===== config.mk =====
export PLATFORM = sky130hd
export DESIGN_NAME = conv_top
export DESIGN_NICKNAME = d
export VERILOG_FILES = /design/src/logic/conv_pkg.sv /design/src/logic/filter_tap_loader.sv /design/src/logic/horizontal_filter.sv /design/src/logic/row_result_store.sv /design/src/logic/vertical_filter.sv /design/src/logic/conv_top.sv
export SDC_FILE = /design/constraint.sdc
export NUM_CORES = 1
export LEC_CHECK = 0
export BUFFER_PORTS_ARGS = -buffer_cell sky130_fd_sc_hd__buf_2
export CORE_AREA = 2 2 252 254
export CTS_BUF_LIST = sky130_fd_sc_hd__clkbuf_8
export DETAILED_ROUTE_END_ITERATION = 8
export DIE_AREA = 0 0 254 256
export GPL_TIMING_DRIVEN = 1
export PLACE_DENSITY = 0.87
export SETUP_SLACK_MARGIN = 0.3
export SYNTH_ARGS = -nofsm -noshare
export SYNTH_HDL_FRONTEND = slang
export SYNTH_HIERARCHICAL = 1
export SYNTH_SLANG_ARGS = --single-unit

===== constraint.sdc =====
create_clock -name clk -period 3.4 [get_ports clk]
set_input_delay 0.17 -clock clk [delete_from_list [all_inputs] [get_ports clk]]
set_output_delay 0.17 -clock clk [all_outputs]
set_load 0.02 [all_outputs]

===== src/logic/conv_pkg.sv =====
package conv_pkg;

	// ------------------------------------------------------------------
	// frame geometry
	// ------------------------------------------------------------------

	// image edge in pixels
	localparam int IMG_DIM = 8;
	// taps in each separable pass
	localparam int TAPS = 5;
	// valid output edge after a 5-tap pass
	localparam int OUT_DIM = IMG_DIM - TAPS + 1;
	// row sums kept between the two passes, 8 rows of 4
	localparam int ROW_SUM_COUNT = IMG_DIM * OUT_DIM;
	// results per frame
	localparam int OUT_COUNT = OUT_DIM * OUT_DIM;

	// ------------------------------------------------------------------
	// sample types
	// ------------------------------------------------------------------

	// pixels and taps share one signed nibble
	typedef logic signed [3:0] sample_t;

	// five products of at most 64 each, so 10 bits is enough
	typedef logic signed [9:0] row_sum_t;

	// final column-pass result
	typedef logic signed [15:0] result_t;

endpackage


===== src/logic/filter_tap_loader.sv =====
`timescale 1ns/10ps

module filter_tap_loader import conv_pkg::*; (
	input  logic    clk,
	input  logic    rst_n,
	input  logic    filter_valid,
	input  sample_t in_data,
	output sample_t row_taps [TAPS],
	output sample_t col_taps [TAPS]
);

	// arrival count, 0..9 over one tap burst
	logic [3:0] tap_cnt;
	// slot within the column tap set
	logic [3:0] col_sel;

	assign col_sel = tap_cnt - 4'(TAPS);

	// ------------------------------------------------------------------
	// tap counter
	// ------------------------------------------------------------------
	always_ff @(posedge clk or negedge rst_n) begin
		if (!rst_n) begin
			tap_cnt <= '0;
		end else if (!filter_valid) begin
			// any gap re-arms for the next burst
			tap_cnt <= '0;
		end else if (tap_cnt == 4'(2 * TAPS - 1)) begin
			tap_cnt <= '0;
		end else begin
			tap_cnt <= tap_cnt + 4'd1;
		end
	end

	// ------------------------------------------------------------------
	// tap registers
	// ------------------------------------------------------------------
	// first five arrivals go to the row set, next five to the column set
	// held across frames until the next burst overwrites them
	always_ff @(posedge clk) begin
		if (filter_valid) begin
			if (tap_cnt < 4'(TAPS)) begin
				row_taps[tap_cnt[2:0]] <= in_data;
			end else begin
				col_taps[col_sel[2:0]] <= in_data;
			end
		end
	end

endmodule


===== src/logic/horizontal_filter.sv =====
`timescale 1ns/10ps

module horizontal_filter import conv_pkg::*; (
	input  logic     clk,
	input  logic     rst_n,
	input  logic     image_valid,
	input  sample_t  in_data,
	input  sample_t  row_taps [TAPS],
	output logic     row_sum_valid,
	output row_sum_t row_sum
);

	// four held pixels, oldest at index 0
	sample_t win [TAPS-1];
	// five-pixel view, the live pixel sits in the last slot
	sample_t pix [TAPS];
	// column of the pixel arriving this cycle
	logic [2:0] col_cnt;
	// full window inside one row
	logic win_full;

	// products stage
	logic signed [7:0] prod [TAPS];
	logic prod_valid;
	// adder tree output
	row_sum_t sum_c;

	// ------------------------------------------------------------------
	// pixel window and column count
	// ------------------------------------------------------------------
	always_ff @(posedge clk or negedge rst_n) begin
		if (!rst_n) begin
			col_cnt <= '0;
		end else if (image_valid) begin
			// wraps every 8 pixels
			col_cnt <= col_cnt + 3'd1;
		end else begin
			col_cnt <= '0;
		end
	end

	always_ff @(posedge clk) begin
		if (image_valid) begin
			for (int k = 0; k < TAPS - 2; k++) begin
				win[k] <= win[k+1];
			end
			win[TAPS-2] <= in_data;
		end
	end

	always_comb begin
		for (int k = 0; k < TAPS - 1; k++) begin
			pix[k] = win[k];
		end
		pix[TAPS-1] = in_data;
	end

	// columns 4..7 close a window that started in the same row
	assign win_full = image_valid && (col_cnt >= 3'(TAPS - 1));

	// ------------------------------------------------------------------
	// stage 1, products
	// ------------------------------------------------------------------
	// tap k meets the pixel k columns right of the window start
	always_ff @(posedge clk) begin
		for (int k = 0; k < TAPS; k++) begin
			prod[k] <= pix[k] * row_taps[k];
		end
	end

	// ------------------------------------------------------------------
	// stage 2, sum
	// ------------------------------------------------------------------
	always_comb begin
		sum_c = '0;
		for (int k = 0; k < TAPS; k++) begin
			sum_c = sum_c + prod[k];
		end
	end

	always_ff @(posedge clk) begin
		row_sum <= sum_c;
	end

	// valid rides along with the data
	always_ff @(posedge clk or negedge rst_n) begin
		if (!rst_n) begin
			prod_valid    <= 1'b0;
			row_sum_valid <= 1'b0;
		end else begin
			prod_valid    <= win_full;
			row_sum_valid <= prod_valid;
		end
	end

endmodule


===== src/logic/row_result_store.sv =====
`timescale 1ns/10ps

module row_result_store import conv_pkg::*; (
	input  logic     clk,
	input  logic     rst_n,
	input  logic     row_sum_valid,
	input  row_sum_t row_sum,
	input  logic [1:0] rd_row,
	input  logic [1:0] rd_col,
	output logic     frame_ready,
	output row_sum_t rd_data [TAPS]
);

	// row sums, row-major, one row of 4 per image row
	row_sum_t mem [IMG_DIM][OUT_DIM];
	// next slot to fill, row in the upper bits
	logic [4:0] wr_idx;
	// last slot of the frame is being written
	logic last_wr;

	assign last_wr = row_sum_valid && (wr_idx == 5'(ROW_SUM_COUNT - 1));

	// ------------------------------------------------------------------
	// write side
	// ------------------------------------------------------------------
	always_ff @(posedge clk) begin
		if (row_sum_valid) begin
			mem[wr_idx[4:2]][wr_idx[1:0]] <= row_sum;
		end
	end

	// sums arrive in raster order, so a plain counter addresses them
	always_ff @(posedge clk or negedge rst_n) begin
		if (!rst_n) begin
			wr_idx <= '0;
		end else if (last_wr) begin
			// re-arm for the next frame
			wr_idx <= '0;
		end else if (row_sum_valid) begin
			wr_idx <= wr_idx + 5'd1;
		end
	end

	// one-cycle pulse once all 32 sums are in
	always_ff @(posedge clk or negedge rst_n) begin
		if (!rst_n) begin
			frame_ready <= 1'b0;
		end else begin
			frame_ready <= last_wr;
		end
	end

	// ------------------------------------------------------------------
	// read side
	// ------------------------------------------------------------------
	// vertical slice of five rows starting at rd_row, column rd_col
	// rd_row tops out at 3, so rd_row+4 stays inside the 8 rows
	always_ff @(posedge clk) begin
		for (int k = 0; k < TAPS; k++) begin
			rd_data[k] <= mem[{1'b0, rd_row} + 3'(k)][rd_col];
		end
	end

endmodule


===== src/logic/vertical_filter.sv =====
`timescale 1ns/10ps

module vertical_filter import conv_pkg::*; (
	input  logic     clk,
	input  logic     rst_n,
	input  logic     frame_ready,
	input  row_sum_t rd_data [TAPS],
	input  sample_t  col_taps [TAPS],
	output logic [1:0] rd_row,
	output logic [1:0] rd_col,
	output logic     out_valid,
	output result_t  out_data
);

	// output position, raster order
	logic [3:0] pos;
	// run in progress after the first position
	logic busy;
	// a read position goes out this cycle
	logic issue;

	// valid at the store output and at the products register
	logic rd_valid;
	logic prod_valid;

	// row sum times column tap, 14 bits covers 320 * 8
	logic signed [13:0] prod [TAPS];
	result_t sum_c;

	// ------------------------------------------------------------------
	// position sequencer
	// ------------------------------------------------------------------
	// frame_ready itself issues position 0, so no idle cycle is lost
	assign issue = frame_ready || busy;

	always_ff @(posedge clk or negedge rst_n) begin
		if (!rst_n) begin
			pos  <= '0;
			busy <= 1'b0;
		end else begin
			if (issue) begin
				// wraps back to 0 after position 15
				pos <= pos + 4'd1;
			end
			busy <= issue && (pos != 4'(OUT_COUNT - 1));
		end
	end

	// upper bits pick the first row, lower bits the column
	assign rd_row = pos[3:2];
	assign rd_col = pos[1:0];

	// ------------------------------------------------------------------
	// multiply and sum
	// ------------------------------------------------------------------
	// rd_data[k] is row rd_row+k, matched to column tap k
	always_ff @(posedge clk) begin
		for (int k = 0; k < TAPS; k++) begin
			prod[k] <= rd_data[k] * col_taps[k];
		end
	end

	always_comb begin
		sum_c = '0;
		for (int k = 0; k < TAPS; k++) begin
			sum_c = sum_c + prod[k];
		end
	end

	// ------------------------------------------------------------------
	// valid pipeline and output register
	// ------------------------------------------------------------------
	// read, products, sum -> three stages, up to three results in flight
	always_ff @(posedge clk or negedge rst_n) begin
		if (!rst_n) begin
			rd_valid   <= 1'b0;
			prod_valid <= 1'b0;
			out_valid  <= 1'b0;
			out_data   <= '0;
		end else begin
			rd_valid   <= issue;
			prod_valid <= rd_valid;
			out_valid  <= prod_valid;
			// zero between results
			out_data   <= prod_valid ? sum_c : '0;
		end
	end

endmodule


===== src/logic/conv_top.sv =====
`timescale 1ns/10ps

module conv_top import conv_pkg::*; (
	input  logic    clk,
	input  logic    rst_n,
	input  logic    filter_valid,
	input  logic    image_valid,
	input  sample_t in_data,
	output logic    out_valid,
	output result_t out_data
);

	// tap sets
	sample_t row_taps [TAPS];
	sample_t col_taps [TAPS];

	// row pass to store
	logic     row_sum_valid;
	row_sum_t row_sum;

	// store to column pass
	logic       frame_ready;
	logic [1:0] rd_row;
	logic [1:0] rd_col;
	row_sum_t   rd_data [TAPS];

	// ------------------------------------------------------------------
	// tap capture
	// ------------------------------------------------------------------
	filter_tap_loader u_filter_tap_loader (
		.clk          (clk),
		.rst_n        (rst_n),
		.filter_valid (filter_valid),
		.in_data      (in_data),
		.row_taps     (row_taps),
		.col_taps     (col_taps)
	);

	// 1x5 pass over each image row
	horizontal_filter u_horizontal_filter (
		.clk           (clk),
		.rst_n         (rst_n),
		.image_valid   (image_valid),
		.in_data       (in_data),
		.row_taps      (row_taps),
		.row_sum_valid (row_sum_valid),
		.row_sum       (row_sum)
	);

	// ------------------------------------------------------------------
	// row sum buffer and 5x1 pass
	// ------------------------------------------------------------------
	row_result_store u_row_result_store (
		.clk           (clk),
		.rst_n         (rst_n),
		.row_sum_valid (row_sum_valid),
		.row_sum       (row_sum),
		.rd_row        (rd_row),
		.rd_col        (rd_col),
		.frame_ready   (frame_ready),
		.rd_data       (rd_data)
	);

	vertical_filter u_vertical_filter (
		.clk         (clk),
		.rst_n       (rst_n),
		.frame_ready (frame_ready),
		.rd_data     (rd_data),
		.col_taps    (col_taps),
		.rd_row      (rd_row),
		.rd_col      (rd_col),
		.out_valid   (out_valid),
		.out_data    (out_data)
	);

endmodule


### After elaboration in Yosys (flattened, before gate mapping)

Memory sizes are Yosys's and may differ from the RTL's.
Index checks and enable logic that the tools add are counted.

* word-level logic and storage cells: 119
* memories: 4
* memory bits (writable): 446
* input port bits: 8
* register bits after elaboration: 139

Memory list
* u_row_result_store.mem: words 8, bits a word 40, read ports 5, clocked after memory_dff 0, write ports 1, RTL line row_result_store.sv:15 `row_sum_t mem [IMG_DIM][OUT_DIM];`
* u_vertical_filter.prod: words 5, bits a word 14, read ports 5, clocked after memory_dff 0, write ports 5, RTL line vertical_filter.sv:27 `logic signed [13:0] prod [TAPS];`
* u_horizontal_filter.prod: words 5, bits a word 8, read ports 5, clocked after memory_dff 0, write ports 5, RTL line horizontal_filter.sv:23 `logic signed [7:0] prod [TAPS];`
* u_horizontal_filter.win: words 4, bits a word 4, read ports 4, clocked after memory_dff 0, write ports 4, RTL line horizontal_filter.sv:14 `sample_t win [TAPS-1];`

* reduce and logical (&&, ||, !) cells: 10
* equal/unequal tests: 3
* magnitude comparators: 9
* muxes and demuxes: 33
* bitwise gates (word level): 5
* multiply operators: 10
* add/sub/neg operators: 17

Operator list (count)
* 10-bit 2-to-1 mux: 11
* 10-bit binary-select mux with 2-bit select: 5
* 10-bit by 4-bit multiplier with 14-bit output: 5
* 20-bit bitwise mux: 2
* 4-bit by 4-bit multiplier with 8-bit output: 5
* 40-bit 2-to-1 mux: 1
* 16-bit by 14-bit adder with 16-bit output: 2
* 4-bit demux with 3-bit select: 2
* 10-bit by 8-bit adder with 10-bit output: 2
* 10-bit demux with 2-bit select: 1
* 15-bit by 14-bit adder with 16-bit output: 1
* 16-bit 2-to-1 mux: 1
* 4-bit 2-to-1 mux: 4
* 14-bit by 14-bit adder with 15-bit output: 1
* 9-bit by 8-bit adder with 10-bit output: 1
* 5-bit 2-to-1 mux: 2
* 8-bit by 8-bit adder with 9-bit output: 1
* 3-bit >= comparator (second input constant): 3
* 4-bit by 1-bit adder with 4-bit output (second input constant): 2
* 4-bit >= comparator (second input constant): 2
* 4-bit by 1-bit less-than comparator with 1-bit output (second input constant): 2
* 3-bit NOT with 4-bit output: 2
* 2-bit by 2-bit adder with 3-bit output (second input constant): 2
* 1-bit logical AND: 6
* other kinds (17): 21

### Longest topological paths before layout

* depth in word-level cells: 7
* mapped depth: 14
* gate-level depth less buffers: 14

### Modules after synthesis

Netlist, hierarchy kept.

Modules (own cells, without submodules)
* row_result_store: seq. area each 10760.3 um^2, cells an instance 928, instances 1, area each 19369.8 um^2
* vertical_filter: seq. area each 2001.9 um^2, cells an instance 1115, instances 1, area each 10677.7 um^2
* horizontal_filter: seq. area each 1606.5 um^2, cells an instance 525, instances 1, area each 5562.8 um^2
* filter_tap_loader: seq. area each 1301.2 um^2, cells an instance 84, instances 1, area each 1549.0 um^2

### Worst setup path after synthesis

OpenSTA, ideal clock, no wires.

* kind: register to register
* start: register u_vertical_filter.pos[3]
* end: register u_row_result_store/rd_data[10] (netlist name)
* data required time: 3.279 ns
* slack: -0.272 ns
* stages on the path, launching flop included: 12
* library setup time: 0.121 ns
* arrival: 3.551 ns
* path through: dfrtp_1 > clkbuf_1 > buf_1 > inv_1 > clkbuf_1 > ha_1 > buf_2 > buf_6 > buf_4 > mux4_2 > mux4_2 > mux2_2

* word-level cells in the longest chain between the ends: 5

Ends and longest elaborated chain
* from (decl): RTL line vertical_filter.sv:16 `logic [3:0] pos;`
* from (signal assigned): RTL line vertical_filter.sv:43 `pos <= pos + 4'd1;`
* 2-bit by 2-bit adder with 3-bit output: RTL line row_result_store.sv:60 `rd_data[k] <= mem[{1'b0, rd_row} + 3'(k)][rd_col];`
* memory 8 x 40 bit
* 10-bit binary-select mux with 2-bit select: RTL line row_result_store.sv:60
* 10-bit 2-to-1 mux (not written as such) (2 in a row): RTL line row_result_store.sv:60
* to (signal, indexed assignment): RTL line row_result_store.sv:60
* to (decl): RTL line row_result_store.sv:11 `output row_sum_t rd_data [TAPS]`

No other way between the ends. The select of a mux whose other input is x is not followed.
A chain may end at the register's enable or synchronous reset.

==> summary.txt <==
Post-synthesis sequential area ratio -> 0.4217
Critical path arrival -> 4.28 ns
Area share of the leading cell type in the synthesized netlist -> 0.3038
Peak VDD IR -> 1.071 mV
Drt first pass iters -> 8
Layout Cells excl Fill -> 3840
Synth area leader -> edfxtp_1
Post-synth ARST share -> 0.06667
Met1 Track Usage GR -> 0.3828
Total power -> 28620 uW
CP Capture Type -> flip-flop
Largest stage delay, worst path -> 0.56 ns
I/O pins -> 25
Global-route wire length before repair -> 155400 microns
Final Routed Wirelength -> 111000 microns
Synth unique cells -> 67
Routed length per instance -> 28.90 microns
Max Fclk -> 0.2693 GHz
Final cycle utilization of the critical path -> 1.092
Max Fanout on Critical Path -> 6
Worst-margin pin slew -> 1.268 ns
Setup ws final -> -0.3131 ns
Critical Path RT -> 3.97 ns
Gr usage total -> 0.3205
Met2 Usage GRT -> 0.5237
Total number of vias -> 25720
Synthesis Warnings -> 6
Die Wd -> 254 microns
Area delta synth->final -> 17.53%
Largest net degree at the start of global routing -> 144
Rel. slew slack -> 0.1470
Outcome -> complete, but fails checks
Crit-path slowest cell -> fa_1
Clk Latency, worst-skew pair -> 0.71 ns
# fillers -> 3536
Starting DRT DRC Count -> 3593
CTS buffer count -> 93
Largest cells by area after synthesis -> edfxtp_1, mux4_2, fa_1
Synthesis-stage register bit count -> 585
Multi-input logic area -> 21340 sq um
RSZ-0062 raised after global routing -> true
Number of nets with antenna violations after routing -> 0
Initial Util -> 0.5956
Post-synth EDFFs -> 376
GR peak layer -> met2
Vias in the first global route -> 26200
Buffers on Ports -> 24
Hold Crit Class -> in -> async
Register area -> 15700 sq um
Clk sinks -> 585
CP top delay family -> adder cells
Final-report setup violation count -> 34
Core footprint -> 62390 sq um
CP Cell Sequence -> and2_4 -> fa_1 -> fa_1 -> ha_4 -> ha_4 -> a211oi_2 -> o21bai_1 -> or4_4 -> a221oi_4 -> xnor2_1
Post-Route Setup TNS -> -4.648 ns
GPL Wtd Cong -> 0.9199
Slew Limit Fails -> 0
Leak -> 0.01735 uW
Die height -> 256 microns
Die ar. -> 65020 sq um
Top_reg_cell synth -> edfxtp_1
Initial antenna violation count -> 7
Syn Area/Cell -> 14.01 sq um
Synth Cell Area -> 37160 sq um
Commonest non-fill, non-tap cell in the layout -> edfxtp_1
Finished Core Util -> 0.7000
Overflow left after global routing -> 0
Met3 Track Usage GR -> 0.07505
Row count -> 92
WP buf/inv -> 0
Layout cells sized above 1 -> 0.3459
# Max-Cap Violations -> 0
Most frequent cells in the layout -> edfxtp_1, inv_1, mux4_2
Final hold vios -> 0
H-tree depth -> 3
Tmin final -> 3.713 ns
Hpwl dp -> 68820 microns
Syn_nets -> 3096
CP startpoint kind -> flip-flop
CTS Buffer Depth -> 3
Worst Skew -> 0.04635 ns
DRC -> 0
Root Buffer -> clkbuf_8
Failing checks -> setup timing
Clock slew at reported path FFs -> 0.07 ns
Placed insts -> 3580
Power Density -> 655.4 nW/um^2
Post-Synthesis Cells -> 2652
Kind of critical path -> reg -> reg
CTS tree -> done
Vias per std cell -> 6.697
Count of nets after finishing -> 3356
where the power goes:
group | switching [uW] | internal [uW] | leakage [uW]
Combinational | 7070 | 5190 | 0.0108
Clock | 3090 | 4010 | 0.00117
Sequential | 695 | 8570 | 0.00534
what timing repair did:
action | in CTS | in global routing
endpoints found under the setup margin | 55 | 68
gates cloned | 0 | 0
resized for setup | 133 | 159
endpoints found under the hold margin | 77 | 0
pin swaps | 93 | 107
hold buffers | 7 | 0
buffers inserted | 42 | 34
worst paths after layout:
path | startpoint | end | slack [ns] | cells past startpoint
setup / recovery | u_filter_tap_loader/col_taps[5] | u_vertical_filter/prod[0][54] | -0.31 | 10
hold / removal | rst_n | u_vertical_filter/rd_valid | 0.07 | 2
setup reg to reg | u_filter_tap_loader/col_taps[5] | u_vertical_filter/prod[0][54] | -0.31 | 10
hold reg to reg | u_horizontal_filter/prod_valid | u_horizontal_filter/row_sum_valid | 0.35 | 0
max in group asynchronous | rst_n | u_vertical_filter/pos[1] | 2.52 | 3
min in group clk | filter_valid | u_filter_tap_loader/tap_cnt[1] | 0.30 | 4
per-layer routing:
layer,vias up,part of all wire,wire length (microns)
met1,12810,0.31,34810
met4,6,0.082,9100
li1,10130,-,-
met5,-,0.00034,38
met2,2191,0.48,53750
met3,583,0.12,13260
cells by family after synthesis:
family / count (synthesis) / synth area share
flops: 585 / 0.4217
xor+xnor: 103 / 0.02428
buf+inv: 433 / 0.04620
compound gates: 206 / 0.03630
simple gates: 494 / 0.06916
fa+ha+maj: 436 / 0.1908
mux: 395 / 0.2115
area by class of cell:
type | count | area share
flip-flops and latches | 585 | 0.3594
clock buffers | 112 | 0.03529
repair buffers | 252 | 0.04767
inverters | 346 | 0.03002
well taps | 846 | 0.02424
multi-input cells | 1634 | 0.4886
clock inverters | 63 | 0.01464
diodes | 2 | 0.0001146
cells in the mapped netlist (all sizes together), types with 2 or more instances:
library cell	count
o21bai	10
buf	49
mux4	310
xor2	17
nor2	118
nor3b	2
mux2	22
nand2	92
and3	4
xnor2	86
a21boi	5
ha	218
a311oi	4
a221oi	3
a22oi	2
a21oi	61
a31oi	7
o21a	4
nand2b	27
inv	341
a2bb2oi	3
nor3	17
edfxtp	376
mux2i	63
a211oi	20
and3b	2
dfxtp	170
nor4	7
clkinv	5
clkbuf	38
o21ai	41
nand3b	3
a31o	2
nand4	8
a21o	34
o22ai	2
nor2b	13
nand3	19
nand4b	3
or4	4
dfrtp	39
fa	218
and2	172
state kept, by name (all words and copies together), names as in the netlist, 3 cells and up:
signal / cells
u_row_result_store/mem: 320
u_vertical_filter/prod: 70
u_row_result_store/rd_data: 50
u_horizontal_filter/prod: 40
u_filter_tap_loader/col_taps: 20
u_filter_tap_loader/row_taps: 20
u_horizontal_filter/win: 16
u_vertical_filter/out_data: 16
u_horizontal_filter/row_sum: 10
u_row_result_store/wr_idx: 5
u_filter_tap_loader/tap_cnt: 4
u_vertical_filter/pos: 4
u_horizontal_filter/col_cnt: 3
metrics by stage:
stage / worst slack (ns) / area, sq um / hold WS (ns)
3_5_place_dp: -0.2408 / 39570 / 0.2437
3_3_place_gp: -0.1772 / 39570 / 0.2395
4_1_cts: -0.1686 / 42700 / 0.02773
6_report: -0.3131 / 43670 / 0.07046
5_1_grt: -0.3916 / 43670 / 0.1065
2_1_floorplan: -0.01605 / 37610 / -0.1256
worst register-to-register path: stages, from the launching register on:
cell      delay [ns]
edfxtp_1        0.49
and2_4          0.20
fa_1            0.56
fa_1            0.48
ha_4            0.33
ha_4            0.21
a211oi_2        0.27
o21bai_1        0.15
or4_4           0.47
a221oi_4        0.31
xnor2_1         0.13
Power figures use the tool's default switching activity.
